===== src/rtl/csr_pkg.sv =====
// Machine mode only with four HPM counters, 24 events and a hart ID fixed at 0
package csr_pkg;

   // -------------------------------------------------------------------------
   // Widths and sizes
   // -------------------------------------------------------------------------
   localparam int XLEN       = 32;
   localparam int CSR_ADDR_W = 12;
   localparam int NUM_MHPM   = 4;
   localparam int EV_SEL_SZ  = 5;
   localparam int NUM_EVENTS = 24;
   localparam int NUM_RET    = 13;
   localparam int CAUSE_W    = 4;
   // mcycle and minstret come first, then the HPM counters
   localparam int NUM_CNT    = NUM_MHPM + 2;

   // Retire classes, one strobe each
   localparam int LD_RET   = 0;
   localparam int ST_RET   = 1;
   localparam int CSR_RET  = 2;
   localparam int SYS_RET  = 3;
   localparam int ALU_RET  = 4;
   localparam int BXX_RET  = 5;
   localparam int JAL_RET  = 6;
   localparam int JALR_RET = 7;
   localparam int IM_RET   = 8;
   localparam int ID_RET   = 9;
   localparam int IR_RET   = 10;
   localparam int HINT_RET = 11;
   localparam int UNK_RET  = 12;

   // Exception causes counted by the event logic
   localparam int CAUSE_IADDR_MISAL = 0;
   localparam int CAUSE_IACC_FAULT  = 1;
   localparam int CAUSE_ILLEGAL     = 2;
   localparam int CAUSE_BREAK       = 3;
   localparam int CAUSE_LADDR_MISAL = 4;
   localparam int CAUSE_SADDR_MISAL = 6;
   localparam int CAUSE_ECALL_U     = 8;

   // Bit positions
   localparam int MSTAT_MIE_BIT = 3;
   localparam int MEI_BIT       = 11;
   // Top two address bits of 3 mark the read-only space
   localparam logic [1:0] ACC_RO = 2'b11;

   // -------------------------------------------------------------------------
   // Addresses
   // -------------------------------------------------------------------------
   localparam logic [CSR_ADDR_W-1:0] ADDR_MSTATUS       = 12'h300;
   localparam logic [CSR_ADDR_W-1:0] ADDR_MIE           = 12'h304;
   localparam logic [CSR_ADDR_W-1:0] ADDR_MTVEC         = 12'h305;
   localparam logic [CSR_ADDR_W-1:0] ADDR_MCOUNTINHIBIT = 12'h320;
   localparam logic [CSR_ADDR_W-1:0] ADDR_MHPMEVENT3    = 12'h323;
   localparam logic [CSR_ADDR_W-1:0] ADDR_MSCRATCH      = 12'h340;
   localparam logic [CSR_ADDR_W-1:0] ADDR_MEPC          = 12'h341;
   localparam logic [CSR_ADDR_W-1:0] ADDR_MCAUSE        = 12'h342;
   localparam logic [CSR_ADDR_W-1:0] ADDR_MTVAL         = 12'h343;
   localparam logic [CSR_ADDR_W-1:0] ADDR_MIP           = 12'h344;
   localparam logic [CSR_ADDR_W-1:0] ADDR_MCYCLE        = 12'hB00;
   localparam logic [CSR_ADDR_W-1:0] ADDR_MINSTRET      = 12'hB02;
   localparam logic [CSR_ADDR_W-1:0] ADDR_MHPMCOUNTER3  = 12'hB03;
   localparam logic [CSR_ADDR_W-1:0] ADDR_MCYCLEH       = 12'hB80;
   localparam logic [CSR_ADDR_W-1:0] ADDR_MINSTRETH     = 12'hB82;
   localparam logic [CSR_ADDR_W-1:0] ADDR_MHPMCOUNTER3H = 12'hB83;
   localparam logic [CSR_ADDR_W-1:0] ADDR_MVENDORID     = 12'hF11;
   localparam logic [CSR_ADDR_W-1:0] ADDR_MARCHID       = 12'hF12;
   localparam logic [CSR_ADDR_W-1:0] ADDR_MIMPID        = 12'hF13;
   localparam logic [CSR_ADDR_W-1:0] ADDR_MHARTID       = 12'hF14;

   // -------------------------------------------------------------------------
   // Reset values and read-only masks
   // -------------------------------------------------------------------------
   // mpp = machine mode
   localparam logic [XLEN-1:0] MSTAT_INIT  = 32'h0000_1800;
   // Direct mode, bit 1 stays clear
   localparam logic [XLEN-1:0] MTVEC_INIT  = 32'h0000_0100;
   localparam logic [XLEN-1:0] MVENDOR_ID  = 32'h0000_0000;
   localparam logic [XLEN-1:0] MARCH_ID    = 32'h0000_0023;
   localparam logic [XLEN-1:0] MIMP_ID     = 32'h0000_0001;
   localparam logic [XLEN-1:0] MHART_ID    = 32'h0000_0000;

   // Only mie, mpie and mpp are writable
   localparam logic [XLEN-1:0] MSTAT_RO    = ~32'h0000_1888;
   // Only msie, mtie and meie are writable
   localparam logic [XLEN-1:0] MIE_RO      = ~32'h0000_0888;
   localparam logic [XLEN-1:0] MIP_RO      = 32'hFFFF_FFFF;
   localparam logic [XLEN-1:0] MTVEC_RO    = 32'h0000_0002;
   localparam logic [XLEN-1:0] MEPC_RO     = 32'h0000_0001;
   localparam logic [XLEN-1:0] MINHIBIT_RO = 32'h0000_0002;

   // -------------------------------------------------------------------------
   // Types
   // -------------------------------------------------------------------------
   typedef struct packed {
      logic [1:0] access;
      logic [1:0] priv;
      logic [7:0] index;
   } csr_addr_s;

   // Same 12 bits, as a number or as fields
   typedef union packed {
      logic [CSR_ADDR_W-1:0] raw;
      csr_addr_s             f;
   } csr_addr_u;

   typedef enum logic [4:0] {
      SEL_NONE, SEL_MSTATUS, SEL_MIE, SEL_MTVEC,
      SEL_MSCRATCH, SEL_MEPC, SEL_MCAUSE, SEL_MTVAL, SEL_MIP,
      SEL_MCOUNTINHIBIT,
      SEL_MHPMEVENT3, SEL_MHPMEVENT4, SEL_MHPMEVENT5, SEL_MHPMEVENT6,
      SEL_MCYCLE, SEL_MINSTRET,
      SEL_MHPMCOUNTER3, SEL_MHPMCOUNTER4, SEL_MHPMCOUNTER5, SEL_MHPMCOUNTER6,
      SEL_MCYCLEH, SEL_MINSTRETH,
      SEL_MHPMCOUNTER3H, SEL_MHPMCOUNTER4H, SEL_MHPMCOUNTER5H, SEL_MHPMCOUNTER6H,
      SEL_MVENDORID, SEL_MARCHID, SEL_MIMPID, SEL_MHARTID
   } csr_sel_e;

endpackage


===== src/rtl/csr_decode.sv =====
// Combinational decode; unimplemented addresses and writes to read-only space read 0
`timescale 1ns/1ps

module csr_decode
(
   input  logic [csr_pkg::CSR_ADDR_W-1:0] csr_addr,
   input  logic                           csr_we,
   input  logic [csr_pkg::XLEN-1:0]       csr_wdata,
   input  logic [csr_pkg::XLEN-1:0]       trap_rdata,
   input  logic [csr_pkg::XLEN-1:0]       cnt_rdata,
   output csr_pkg::csr_sel_e              sel,
   output logic                           wr_en,
   output logic [csr_pkg::XLEN-1:0]       csr_rdata,
   output logic                           csr_illegal
);
   import csr_pkg::*;

   csr_addr_u       addr_u;
   logic            ro_write;
   logic [XLEN-1:0] info_rdata;

   assign addr_u.raw = csr_addr;

   // -------------------------------------------------------------------------
   // Address to register select
   // -------------------------------------------------------------------------
   always_comb
   begin
      sel = SEL_NONE;
      case (addr_u.raw)
         ADDR_MSTATUS:       sel = SEL_MSTATUS;
         ADDR_MIE:           sel = SEL_MIE;
         ADDR_MTVEC:         sel = SEL_MTVEC;
         ADDR_MCOUNTINHIBIT: sel = SEL_MCOUNTINHIBIT;
         ADDR_MSCRATCH:      sel = SEL_MSCRATCH;
         ADDR_MEPC:          sel = SEL_MEPC;
         ADDR_MCAUSE:        sel = SEL_MCAUSE;
         ADDR_MTVAL:         sel = SEL_MTVAL;
         ADDR_MIP:           sel = SEL_MIP;
         ADDR_MCYCLE:        sel = SEL_MCYCLE;
         ADDR_MINSTRET:      sel = SEL_MINSTRET;
         ADDR_MCYCLEH:       sel = SEL_MCYCLEH;
         ADDR_MINSTRETH:     sel = SEL_MINSTRETH;
         ADDR_MVENDORID:     sel = SEL_MVENDORID;
         ADDR_MARCHID:       sel = SEL_MARCHID;
         ADDR_MIMPID:        sel = SEL_MIMPID;
         ADDR_MHARTID:       sel = SEL_MHARTID;
         default:            sel = SEL_NONE;
      endcase
      // HPM selectors and counters sit at consecutive addresses
      for (int n = 0; n < NUM_MHPM; n++)
      begin
         if (addr_u.raw == ADDR_MHPMEVENT3 + CSR_ADDR_W'(n))
            sel = csr_sel_e'(SEL_MHPMEVENT3 + n);
         if (addr_u.raw == ADDR_MHPMCOUNTER3 + CSR_ADDR_W'(n))
            sel = csr_sel_e'(SEL_MHPMCOUNTER3 + n);
         if (addr_u.raw == ADDR_MHPMCOUNTER3H + CSR_ADDR_W'(n))
            sel = csr_sel_e'(SEL_MHPMCOUNTER3H + n);
      end
   end

   // Access field flags the read-only space
   assign ro_write    = csr_we && (addr_u.f.access == ACC_RO);
   assign csr_illegal = (sel == SEL_NONE) || ro_write;
   assign wr_en       = csr_we && !csr_illegal;

   // -------------------------------------------------------------------------
   // Read data
   // -------------------------------------------------------------------------
   // Information registers are plain constants
   always_comb
   begin
      case (sel)
         SEL_MVENDORID: info_rdata = MVENDOR_ID;
         SEL_MARCHID:   info_rdata = MARCH_ID;
         SEL_MIMPID:    info_rdata = MIMP_ID;
         SEL_MHARTID:   info_rdata = MHART_ID;
         default:       info_rdata = '0;
      endcase
   end

   // Blocks return 0 for registers they do not own
   assign csr_rdata = csr_illegal ? '0 : (info_rdata | trap_rdata | cnt_rdata);

   // A write carries known data into the blocks
   a_wdata_known: assert final (!wr_en || !$isunknown(csr_wdata));

   // Only the information registers live in the read-only space
   a_ro_space: assert final ((sel == SEL_NONE) ||
                             ((addr_u.f.access == ACC_RO) ==
                              (sel inside {SEL_MVENDORID, SEL_MARCHID,
                                           SEL_MIMPID, SEL_MHARTID})));

endmodule


===== src/rtl/csr_trap_regs.sv =====
// Machine trap registers only; mip bits other than meip read 0 and meip lags ext_irq by one clock
`timescale 1ns/1ps

module csr_trap_regs
(
   input  logic                     clk_in,
   input  logic                     rst_n,
   input  csr_pkg::csr_sel_e        sel,
   input  logic                     wr_en,
   input  logic [csr_pkg::XLEN-1:0] wdata,
   input  logic                     ext_irq,
   output logic [csr_pkg::XLEN-1:0] trap_rdata,
   output logic                     irq_pending
);
   import csr_pkg::*;

   logic [XLEN-1:0] mstatus;
   logic [XLEN-1:0] mie;
   logic [XLEN-1:0] mtvec;
   logic [XLEN-1:0] mscratch;
   logic [XLEN-1:0] mepc;
   logic [XLEN-1:0] mcause;
   logic [XLEN-1:0] mtval;
   logic            mip_meip;
   logic [XLEN-1:0] mip_rd;

   // Writable bits come from the bus and read-only bits keep the reset value
   function automatic logic [XLEN-1:0] ro_merge(input logic [XLEN-1:0] wd,
                                                input logic [XLEN-1:0] ro,
                                                input logic [XLEN-1:0] init);
      return (wd & ~ro) | (init & ro);
   endfunction

   // -------------------------------------------------------------------------
   // Register writes
   // -------------------------------------------------------------------------
   always_ff @(posedge clk_in)
   begin
      if (!rst_n)
      begin
         mstatus  <= MSTAT_INIT;
         mie      <= '0;
         mtvec    <= MTVEC_INIT;
         mscratch <= '0;
         mepc     <= '0;
         mcause   <= '0;
         mtval    <= '0;
      end
      else if (wr_en)
      begin
         case (sel)
            SEL_MSTATUS:  mstatus  <= ro_merge(wdata, MSTAT_RO, MSTAT_INIT);
            SEL_MIE:      mie      <= ro_merge(wdata, MIE_RO, '0);
            SEL_MTVEC:    mtvec    <= ro_merge(wdata, MTVEC_RO, MTVEC_INIT);
            SEL_MSCRATCH: mscratch <= wdata;
            SEL_MEPC:     mepc     <= ro_merge(wdata, MEPC_RO, '0);
            SEL_MCAUSE:   mcause   <= wdata;
            SEL_MTVAL:    mtval    <= wdata;
            default:      ;
         endcase
      end
   end

   // External interrupt line through one register stage
   always_ff @(posedge clk_in)
   begin
      if (!rst_n)
         mip_meip <= 1'b0;
      else
         mip_meip <= ext_irq;
   end

   // Only meip is live and the other mip bits read 0
   always_comb
   begin
      mip_rd          = '0;
      mip_rd[MEI_BIT] = mip_meip;
   end

   // -------------------------------------------------------------------------
   // Read mux and interrupt
   // -------------------------------------------------------------------------
   always_comb
   begin
      case (sel)
         SEL_MSTATUS:  trap_rdata = mstatus;
         SEL_MIE:      trap_rdata = mie;
         SEL_MTVEC:    trap_rdata = mtvec;
         SEL_MSCRATCH: trap_rdata = mscratch;
         SEL_MEPC:     trap_rdata = mepc;
         SEL_MCAUSE:   trap_rdata = mcause;
         SEL_MTVAL:    trap_rdata = mtval;
         SEL_MIP:      trap_rdata = mip_rd;
         default:      trap_rdata = '0;
      endcase
   end

   // Pending, enabled, and globally enabled
   assign irq_pending = mip_meip & mie[MEI_BIT] & mstatus[MSTAT_MIE_BIT];

   // Alignment bits stay clear across any sequence of writes
   a_mepc_align: assert property (@(posedge clk_in) disable iff (!rst_n) !mepc[0]);
   a_mtvec_mode: assert property (@(posedge clk_in) disable iff (!rst_n) !mtvec[1]);

endmodule


===== src/rtl/csr_hpm_events.sv =====
// Assumes at most one instruction retires per clock, so retire counts are single bits
`timescale 1ns/1ps

module csr_hpm_events
(
   input  logic [csr_pkg::NUM_RET-1:0]    ret_cnt,
   input  logic                           e_flag,
   input  logic [csr_pkg::CAUSE_W-1:0]    e_cause,
   input  logic                           ext_irq,
   output logic                           total_retired,
   output logic [csr_pkg::NUM_EVENTS-1:0] events
);
   import csr_pkg::*;

   // One-hot exception cause, empty without e_flag
   logic [(1<<CAUSE_W)-1:0] exc_hit;
   logic                    branch_ret;
   logic                    misaligned;

   assign exc_hit       = {{((1<<CAUSE_W)-1){1'b0}}, e_flag} << e_cause;
   assign total_retired = |ret_cnt;
   assign branch_ret    = ret_cnt[BXX_RET] | ret_cnt[JAL_RET] | ret_cnt[JALR_RET];
   assign misaligned    = exc_hit[CAUSE_IADDR_MISAL] | exc_hit[CAUSE_LADDR_MISAL]
                        | exc_hit[CAUSE_SADDR_MISAL];

   // -------------------------------------------------------------------------
   // Event map
   // -------------------------------------------------------------------------
   // Null event, selector 0 never counts
   assign events[0]         = 1'b0;
   // One event per retire class
   assign events[NUM_RET:1] = ret_cnt;
   assign events[14]        = exc_hit[CAUSE_IADDR_MISAL];
   assign events[15]        = exc_hit[CAUSE_IACC_FAULT];
   assign events[16]        = exc_hit[CAUSE_ILLEGAL];
   // Any control transfer
   assign events[17]        = branch_ret;
   assign events[18]        = misaligned;
   assign events[19]        = total_retired;
   assign events[20]        = exc_hit[CAUSE_BREAK];
   assign events[21]        = exc_hit[CAUSE_SADDR_MISAL];
   assign events[22]        = exc_hit[CAUSE_ECALL_U];
   assign events[23]        = ext_irq;

   // The pipeline retires one instruction at most
   a_one_ret: assert final ($onehot0(ret_cnt));

endmodule


===== src/rtl/csr_counters.sv =====
// 64-bit counters wrap silently; a half write wins over the increment in the same clock
`timescale 1ns/1ps

module csr_counters
(
   input  logic                           clk_in,
   input  logic                           rst_n,
   input  csr_pkg::csr_sel_e              sel,
   input  logic                           wr_en,
   input  logic [csr_pkg::XLEN-1:0]       wdata,
   input  logic                           total_retired,
   input  logic [csr_pkg::NUM_EVENTS-1:0] events,
   output logic [csr_pkg::XLEN-1:0]       cnt_rdata
);
   import csr_pkg::*;

   logic [XLEN-1:0]      inhibit;
   logic [EV_SEL_SZ-1:0] ev_sel [NUM_MHPM];
   logic [63:0]          cnt [NUM_CNT];
   logic [NUM_CNT-1:0]   cnt_evt;
   logic [NUM_CNT-1:0]   cnt_inc;
   logic [NUM_CNT-1:0]   wr_lo;
   logic [NUM_CNT-1:0]   wr_hi;

   // Counter i: 0 mcycle, 1 minstret, 2.. mhpmcounter3..
   function automatic csr_sel_e lo_sel(input int i);
      return (i == 0) ? SEL_MCYCLE :
             (i == 1) ? SEL_MINSTRET : csr_sel_e'(SEL_MHPMCOUNTER3 + i - 2);
   endfunction

   function automatic csr_sel_e hi_sel(input int i);
      return (i == 0) ? SEL_MCYCLEH :
             (i == 1) ? SEL_MINSTRETH : csr_sel_e'(SEL_MHPMCOUNTER3H + i - 2);
   endfunction

   // Inhibit bit 1 is the unused time slot
   function automatic int inh_bit(input int i);
      return (i == 0) ? 0 : (i == 1) ? 2 : i + 1;
   endfunction

   // -------------------------------------------------------------------------
   // Increment and write enables
   // -------------------------------------------------------------------------
   always_comb
   begin
      cnt_evt[0] = 1'b1;
      cnt_evt[1] = total_retired;
      for (int n = 0; n < NUM_MHPM; n++)
         cnt_evt[n+2] = events[ev_sel[n]];
      for (int i = 0; i < NUM_CNT; i++)
      begin
         cnt_inc[i] = cnt_evt[i] & ~inhibit[inh_bit(i)];
         wr_lo[i]   = wr_en && (sel == lo_sel(i));
         wr_hi[i]   = wr_en && (sel == hi_sel(i));
      end
   end

   always_ff @(posedge clk_in)
   begin
      if (!rst_n)
      begin
         for (int i = 0; i < NUM_CNT; i++)
            cnt[i] <= '0;
      end
      else
      begin
         for (int i = 0; i < NUM_CNT; i++)
         begin
            if (wr_lo[i])
               cnt[i][31:0] <= wdata;
            else if (wr_hi[i])
               cnt[i][63:32] <= wdata;
            else if (cnt_inc[i])
               cnt[i] <= cnt[i] + 64'd1;
         end
      end
   end

   // -------------------------------------------------------------------------
   // Inhibit and event selectors
   // -------------------------------------------------------------------------
   always_ff @(posedge clk_in)
   begin
      if (!rst_n)
      begin
         inhibit <= '0;
         for (int n = 0; n < NUM_MHPM; n++)
            ev_sel[n] <= '0;
      end
      else if (wr_en)
      begin
         if (sel == SEL_MCOUNTINHIBIT)
            inhibit <= wdata & ~MINHIBIT_RO;
         // Out of range selections fall back to the null event
         for (int n = 0; n < NUM_MHPM; n++)
            if (sel == SEL_MHPMEVENT3 + n)
               ev_sel[n] <= (wdata < NUM_EVENTS) ? wdata[EV_SEL_SZ-1:0] : '0;
      end
   end

   always_comb
   begin
      cnt_rdata = '0;
      if (sel == SEL_MCOUNTINHIBIT)
         cnt_rdata = inhibit;
      for (int n = 0; n < NUM_MHPM; n++)
         if (sel == SEL_MHPMEVENT3 + n)
            cnt_rdata = XLEN'(ev_sel[n]);
      for (int i = 0; i < NUM_CNT; i++)
      begin
         if (sel == lo_sel(i))
            cnt_rdata = cnt[i][31:0];
         if (sel == hi_sel(i))
            cnt_rdata = cnt[i][63:32];
      end
   end

   // Selectors always index inside the event vector
   for (genvar n = 0; n < NUM_MHPM; n++)
   begin : g_sel_chk
      a_sel_range: assert property (@(posedge clk_in) disable iff (!rst_n)
                                    ev_sel[n] < NUM_EVENTS);
   end

endmodule


===== src/rtl/csr_regs.sv =====
// Single CSR port without handshake; reads are combinational and writes land on the next clock
`timescale 1ns/1ps

module csr_regs
(
   input  logic                           clk_in,
   input  logic                           rst_n,
   input  logic                           ext_irq,
   input  logic [csr_pkg::NUM_RET-1:0]    ret_cnt,
   input  logic                           e_flag,
   input  logic [csr_pkg::CAUSE_W-1:0]    e_cause,
   input  logic [csr_pkg::CSR_ADDR_W-1:0] csr_addr,
   input  logic                           csr_we,
   input  logic [csr_pkg::XLEN-1:0]       csr_wdata,
   output logic [csr_pkg::XLEN-1:0]       csr_rdata,
   output logic                           csr_illegal,
   output logic                           total_retired,
   output logic                           irq_pending
);
   import csr_pkg::*;

   csr_sel_e              sel;
   logic                  wr_en;
   logic [XLEN-1:0]       trap_rdata;
   logic [XLEN-1:0]       cnt_rdata;
   logic [NUM_EVENTS-1:0] events;

   // -------------------------------------------------------------------------
   // Decode and read mux
   // -------------------------------------------------------------------------
   csr_decode u_decode (
      .csr_addr    (csr_addr),
      .csr_we      (csr_we),
      .csr_wdata   (csr_wdata),
      .trap_rdata  (trap_rdata),
      .cnt_rdata   (cnt_rdata),
      .sel         (sel),
      .wr_en       (wr_en),
      .csr_rdata   (csr_rdata),
      .csr_illegal (csr_illegal)
   );

   // Trap registers and interrupt
   csr_trap_regs u_trap_regs (
      .clk_in      (clk_in),
      .rst_n       (rst_n),
      .sel         (sel),
      .wr_en       (wr_en),
      .wdata       (csr_wdata),
      .ext_irq     (ext_irq),
      .trap_rdata  (trap_rdata),
      .irq_pending (irq_pending)
   );

   // -------------------------------------------------------------------------
   // Counters and their event sources
   // -------------------------------------------------------------------------
   csr_hpm_events u_hpm_events (
      .ret_cnt       (ret_cnt),
      .e_flag        (e_flag),
      .e_cause       (e_cause),
      .ext_irq       (ext_irq),
      .total_retired (total_retired),
      .events        (events)
   );

   csr_counters u_counters (
      .clk_in        (clk_in),
      .rst_n         (rst_n),
      .sel           (sel),
      .wr_en         (wr_en),
      .wdata         (csr_wdata),
      .total_retired (total_retired),
      .events        (events),
      .cnt_rdata     (cnt_rdata)
   );

endmodule


===== config.mk =====
export PLATFORM = sky130hd
export DESIGN_NAME = csr_regs
export DESIGN_NICKNAME = d
export VERILOG_FILES = /design/src/rtl/csr_pkg.sv /design/src/rtl/csr_decode.sv /design/src/rtl/csr_trap_regs.sv /design/src/rtl/csr_hpm_events.sv /design/src/rtl/csr_counters.sv /design/src/rtl/csr_regs.sv
export SDC_FILE = /design/constraint.sdc
export NUM_CORES = 2
export LEC_CHECK = 0
export ABC_AREA = 1
export BUFFER_PORTS_ARGS = -buffer_cell sky130_fd_sc_hd__clkbuf_2
export CORE_MARGIN = 2
export CORE_UTILIZATION = 55
export CTS_CLUSTER_DIAMETER = 30
export DETAILED_ROUTE_END_ITERATION = 12
export PLACE_DENSITY = 0.72
export SYNTH_ARGS = -nofsm -noshare
export SYNTH_HDL_FRONTEND = slang
export SYNTH_SLANG_ARGS = --single-unit

===== constraint.sdc =====
create_clock -name clk_in -period 5.6 [get_ports clk_in]
set_input_delay 1.12 -clock clk_in [delete_from_list [all_inputs] [get_ports clk_in]]
set_output_delay 1.12 -clock clk_in [all_outputs]
set_load 0.005 [all_outputs]

Word-level counts from Yosys, hierarchy flattened
Memories as Yosys holds them, arrays and structs flattened.
Cells that the tools add are included.
- latch bits: 0
- memory bits (writable): 404
- memories kept: 2
- flip-flop bits (word level): 197
- word-level logic and storage cells: 311
- output and inout bits: 35
- bits in read-only memories: 0
- multiplexer cells: 159
- bitwise operators: 46
- shift operators: 1
- add/subtract/negate cells: 6
- multipliers: 0
- eq/ne operators: 57
- order comparisons: 5
- reductions and logical operators: 26
- divide/modulo/power cells: 0
- memory list (name ; words ; bits a word ; rd ports ; clocked after Yosys merged registers in ; wr ports ; RTL line ; text):
    u_counters.cnt ; 6 ; 64 ; 6 ; 0 ; 6 ; csr_counters.sv:19 ; logic [63:0] cnt [NUM_CNT];
    u_counters.ev_sel ; 4 ; 5 ; 4 ; 0 ; 4 ; csr_counters.sv:18 ; logic [EV_SEL_SZ-1:0] ev_sel [NUM_MHPM];
- operators with widths (kind ; count):
    32-bit two-way mux ; 42
    64-bit by 1-bit adder with 64-bit output (second input constant) ; 6
    32-bit one-hot mux with 8 select lines ; 1
    12-bit == test (second input constant) ; 16
    12-bit by 10-bit == test with 1-bit output (second input constant) ; 13
    1-bit two-way mux ; 93
    5-bit two-way mux ; 17
    5-bit one-hot mux with 17 select lines ; 1
    5-bit == test (second input constant) ; 12
    5-bit by 4-bit == test with 1-bit output (second input constant) ; 8
    32-bit by 5-bit < comparator with 1-bit output (second input constant) ; 1
    1-bit bitwise OR ; 32
    32-bit bitwise OR ; 1
    6-bit by 32-bit bitwise OR with 32-bit output ; 1
    5-bit by 6-bit < comparator with 1-bit output (second input constant) ; 4
    1-bit binary-select mux with 5-bit select ; 4
    5-bit by 3-bit == test with 1-bit output (second input constant) ; 4
    2-bit AND reduction ; 8
    1-bit logical AND ; 14
    13-bit OR reduction ; 1
    6-bit one-hot mux with 2 select lines ; 1
    5-bit by 2-bit == test with 1-bit output (second input constant) ; 2
    1-bit by 4-bit left shift with 9-bit output ; 1
    1-bit AND ; 7
    other kinds (6) ; 10

Depth between registers and ports, before layout
- word-level depth: 34
- gate-level depth with buffers: 32
- depth with buffers taken out: 31

Hierarchy
A second synthesis with hierarchy kept.
- cells, all modules: 6123
- area total of the unflattened synthesis: 42256.8 um^2
- modules (own cells, without submodules) (module ; cells each ; instances ; area each (um^2) ; sequential area each (um^2)):
    csr_counters ; 4490 ; 1 ; 32737.6 ; 12752.2
    csr_trap_regs ; 1373 ; 1 ; 8289.2 ; 3323.2
    csr_decode ; 209 ; 1 ; 948.4 ; 0.0
    csr_hpm_events ; 51 ; 1 ; 281.5 ; 0.0

Least setup slack after synthesis
Ideal clock, no wire load.
- path type: input port to output port
- from: in csr_addr[9] (netlist bit)
- to: out csr_rdata[31] (netlist bit)
- slack: 0.986 ns
- required time: 4.480 ns
- buffers on the path: 2
- stages on the path: 25
- data arrival time: 3.494 ns
- cells stage by stage: nand2_1 > nor2_2 > nand2_1 > inv_2 > nand2_1 > nand2_1 > inv_1 > nand4_1 > inv_2 > nor2_1 > nand3_2 > buf_4 > buf_2 > o22ai_1 > nand2_1 > nand3_1 > nand3_1 > nand2_1 > nand2_1 > nand2_1 > nand3_1 > nand2_1 > nand2_1 > nand2_1 > nand2_1
- cells in the longest elaborated chain, start to end: 34
- elaborated cells on any way between the ends: 90
- those cells by class: eq/ne: 54; mux: 32; bitwise: 2; reduce/logical: 2
- RTL lines (item ; RTL line ; text):
    start, declared ; csr_regs.sv:12 ; input logic [csr_pkg::CSR_ADDR_W-1:0] csr_addr,
    12-bit == test / 12-bit by 10-bit == test with 1-bit output (equally long branches) ; csr_decode.sv:30 ; case (addr_u.raw)
    5-bit one-hot mux with 17 select lines ; csr_decode.sv:30 ;
    5-bit two-way mux ; csr_decode.sv:53 ; if (addr_u.raw == ADDR_MHPMEVENT3 + CSR_ADDR_W'(n))
    5-bit two-way mux ; csr_decode.sv:55 ; if (addr_u.raw == ADDR_MHPMCOUNTER3 + CSR_ADDR_W'(n))
    5-bit two-way mux ; csr_decode.sv:57 ; if (addr_u.raw == ADDR_MHPMCOUNTER3H + CSR_ADDR_W'(n))
    5-bit two-way mux ; csr_decode.sv:53 ;
    5-bit two-way mux ; csr_decode.sv:55 ;
    5-bit two-way mux ; csr_decode.sv:57 ;
    (+18 left out) ; -- ;
    32-bit two-way mux ; csr_counters.sv:111 ; if (sel == lo_sel(i))
    32-bit two-way mux ; csr_counters.sv:113 ; if (sel == hi_sel(i))
    32-bit two-way mux ; csr_counters.sv:111 ;
    32-bit two-way mux ; csr_counters.sv:113 ;
    32-bit two-way mux ; csr_counters.sv:111 ;
    32-bit two-way mux ; csr_counters.sv:113 ;
    32-bit bitwise OR ; csr_decode.sv:83 ; assign csr_rdata = csr_illegal ? '0 : (info_rdata | trap_rdata | cnt_rdata);
    32-bit two-way mux * ; csr_decode.sv:83 ;
    end, declared ; csr_regs.sv:15 ; output logic [csr_pkg::XLEN-1:0] csr_rdata,
Every way passes the cells marked *; elsewhere a longest branch is shown, timed or not.

Worst setup path after layout
- from: in csr_addr[6] (netlist bit)
- to: out csr_rdata[2] (netlist bit)
Same word-level chain as after synthesis.

==> metrics list <==
* Status: finished clean
- The tree is rooted in a clkbuf_16.
- Setup violations remaining at the end of the flow were counted as 0.
* Path type of the worst setup path: input port to output pin
* Minimum setup slack among reg-to-reg paths: 1.31 ns
- Die Y-Extent: around 270 µm
* Via density per instance: 6.48
- Worst setup path startpoint: csr_addr[6]
- CTS tree: done
- For met3 alone, demand over resource in global routing was 0.221.
- RSZ-0062 raised after global routing: yes
- CTS Buf Count: 149
- RR Endpoint: u_counters.cnt[0][190]
* Detailed-route wire length per cell: ~27 µm
- Maximum buffer depth of the clock tree: 3
- Most frequent cell on the critical path: a21oi_1
- Overall global routing resource usage: 0.486
- Ranking of synthesized cells by area: edfxtp_1, nand2_1, dfxtp_1
* Width of the chip: approximately 270 µm
* Fraction of layout instances using a drive strength above 1: 0.127
* Critical path launch point type: input port
- Maximum number of pins on one net before global-route repair: ~200
* Post-route clock skew: roughly 0.045 ns
- The final max-slew violation count was 0.
- The worst hold path was traced through 2 stages.
- Cell accounting for the most synthesized area: edfxtp_1
- The layer flagged by global routing as most heavily used is met1.
- Placement Rows: 99
- Net Count, Synth: 5711
- Final setup TNS: 0 ns
* Final period utilization: 0.991
- Worst EP required: approximately 4.5 ns
- For the worst flop-to-flop path, the logic depth is 17.
- Number of H-tree branching levels: 4
- The later pin in the worst-skew pair is clocked with a latency of about 0.73 ns.
- Initial antenna violation count: 6
- Post-detailed-route DRC marker count: 0
- Measured on the finished design, the core utilization comes to 0.665.
* Number of nets in the layout: 5909
* Die Area: ~0.076 mm²
* Largest driver fanout on the critical path: 5
* Seq/Total Area, Yosys: 0.398
* Area of the core: 0.0728 mm²
* Finished Cell Area: approximately 0.048 mm²
- Number of hold violations in the final report: 0
* Arrival @ worst endpoint: about 4.4 ns
* Final critical-path required period: ~5.6 ns
- The largest single stage delay on the critical path is 0.24 ns.
- Avg Synthesized Cell Area: 7.16 µm²
* Effective utilization at floorplan: 0.554
* Clock transition at the registers of the reported paths: 0.04 ns
- Of the post-synthesis cell area, the dominant cell type holds 0.300.
- Once detail routing completed, the nets flagged for antenna violations numbered 0.
* Worst path slowest cell: o21ai_0
- Critical path endpoint category: output pin
* Headroom to the max-slew limit: 0.208
- Yosys warning total: 0
- The first global-routing pass estimated around 270000 µm of wire.
- Detailed placement HPWL: about 140000 µm
* Placed Instance Area: about 0.043 mm²
- Post-synthesis cell count: 5639
- GRT met1 Usage: 0.661
- For this run, global-route usage on met2 was measured as 0.647.
- The worst hold path begins at u_counters.inhibit[24].
* Worst vdd ir: about 0.00037 V
* Highest clock rate: 0.180 GHz
- CTS Sinks: 601
* #FFs+latches synth: between 600 and 700
- GR Overflow Total: 0
- The critical path goes through buf_4 > inv_2 > nand2_4 > nor2_4 > nand3_1 > buf_4 > o22ai_1 > a21oi_1 > o221ai_1 > a21oi_1 > o21ai_0 > a21oi_1 > o211ai_1 > a21oi_1 > nand4_1 > a21oi_1 > buf_4 > o2111ai_1 > clkbuf_2.
- After synthesis, the netlist uses 64 different library cells.
- I/O pins: 101
- Hold Path Sink: u_counters.inhibit[24]
- Synthesized cell area: between 0.04 and 0.05 mm²
- Detailed-router iteration count before antenna repair: 11
- Number of port buffers: 100
* Total power of the final layout: between 15 and 20 mW
* Max capacitance violation total: 0
* Power density over cell area: ~330 mW/mm²
- Wirelength, routed: 189000 µm
* Min-delay worst type: flop to flop
* Area growth, synth to finish: 19.9%
* Number of enable-type register cells in the synthesized netlist: a little over 400
- Routability-driven placement finished with a final weighted congestion of 1.11.
- After clock tree synthesis, the flow added hold-fix buffers numbering 0.
- Most frequently used cell type in the post-synthesis netlist: nand2_1
- Ys async rst share: 0
- Slew @ Worst Pin: around 1.2 ns
- For this run, the leading register cell type out of synthesis is edfxtp_1.
- Top cells by count, synth: nand2_1, inv_1, a21oi_1, edfxtp_1, nor2_1
* Vias in the first global route: approximately 40000
* Starting DRC count in detailed routing: about 7900
* Routed vias: approximately 45000
- In this run the critical register-to-register path is launched from u_counters.cnt[0][129].
* Static leakage: between 15 and 20 nW
==> per-layer routing <==
layer	vias to the layer above	share of wire
met2	3773	0.38
met3	656	0.18
li1	19600	-
met1	20900	0.38
met5	-	0.0013
met4	11	0.056
==> through the flow <==
step | cells | setup WS (ns) | hold WS (ns)
6_report | 6926 | 0.0481 | 0.446
5_1_grt | 6924 | -0.0761 | 0.460
4_1_cts | 6909 | 0.00391 | 0.447
3_5_place_dp | 6631 | -0.256 | 0.440
3_3_place_gp | 6631 | -0.270 | 0.433
2_1_floorplan | 5639 | 0.986 | 0.421
==> power by group <==
| group | switching [mW] | leakage [nW] | total, mW | internal (mW) |
|---|---|---|---|---|
| sequential | 0.391 | 5.88 | 5.46 | 5.07 |
| clock | 2.95 | 2.51 | 8.90 | 5.96 |
| combinational | 1.07 | 10.7 | 1.42 | 0.349 |
| total | 4.41 | 19.1 | 15.8 | 11.4 |
==> logic make-up (layout without fill, tap and decap cells) <==
| group | count (synthesis) | in the layout | share of synthesized area |
|---|---|---|---|
| AO/OA/AOI/OAI | 1302 | 1302 | 0.175 |
| XOR/XNOR | 293 | 293 | 0.0636 |
| buffers and inverters | 978 | 1303 | 0.0959 |
| flip-flops | 601 | 601 | 0.398 |
| adder cells (fa/ha/maj) | 6 | 6 | 0.00186 |
| other | 0 | 3 | 0 |
| AND/OR/NAND/NOR | 2459 | 2459 | 0.266 |
==> flip-flops by register name (all words and copies together) (netlist names), 20 cells and up <==
register / flops
u_counters.cnt: 384
u_counters.ev_sel: 20
u_counters.inhibit: 31
u_trap_regs.mcause: 32
u_trap_regs.mepc: 31
u_trap_regs.mscratch: 32
u_trap_regs.mtval: 32
u_trap_regs.mtvec: 31
==> critical path, delay by kind of cell <==
family                 cells  cell delay, ns
AO/OA/AOI/OAI             10            1.91
buffers and inverters      5            0.84
AND/OR/NAND/NOR            4            0.54
==> cell usage in the layout, fill, tap and decap left out, types with 154 or more instances in the layout <==
cell type / instances
inv_1: 666
dfxtp_1: 197
o21ai_0: 366
xor2_1: 258
nor3_1: 178
nor2_1: 379
clkbuf_16: 154
nand2_1: 1267
a21oi_1: 648
buf_4: 198
nand3_1: 237
edfxtp_1: 404
==> area by class of cell <==
type | count | area, µm²
fillers | 6382 | 24400
multi-input cells | 4060 | 20800
flip-flops and latches | 601 | 16100
clock buffers | 193 | 4120
inverters | 708 | 2670
repair buffers | 317 | 2420
well taps | 959 | 1200
clock inverters | 85 | 1090
diodes | 3 | 7.51
==> worst max path at each step <==
stage                          endpoint  slack [ns]  cells past startpoint
after floorplan           csr_rdata[31]        0.99                     25
after global placement    csr_rdata[26]       -0.27                     29
after detailed placement  csr_rdata[26]       -0.26                     29
after CTS                 csr_rdata[11]       0.004                     29
after global routing      csr_rdata[25]       -0.08                     28
final                      csr_rdata[2]        0.05                     19
==> repair_timing <==
action	4_1_cts	5_1_grt
cloned	0	1
endpoints found under the setup margin	25	31
setup buffers	0	13
pin swaps	1	24
resized for setup	18	113
(Power assumes the default switching activity.)
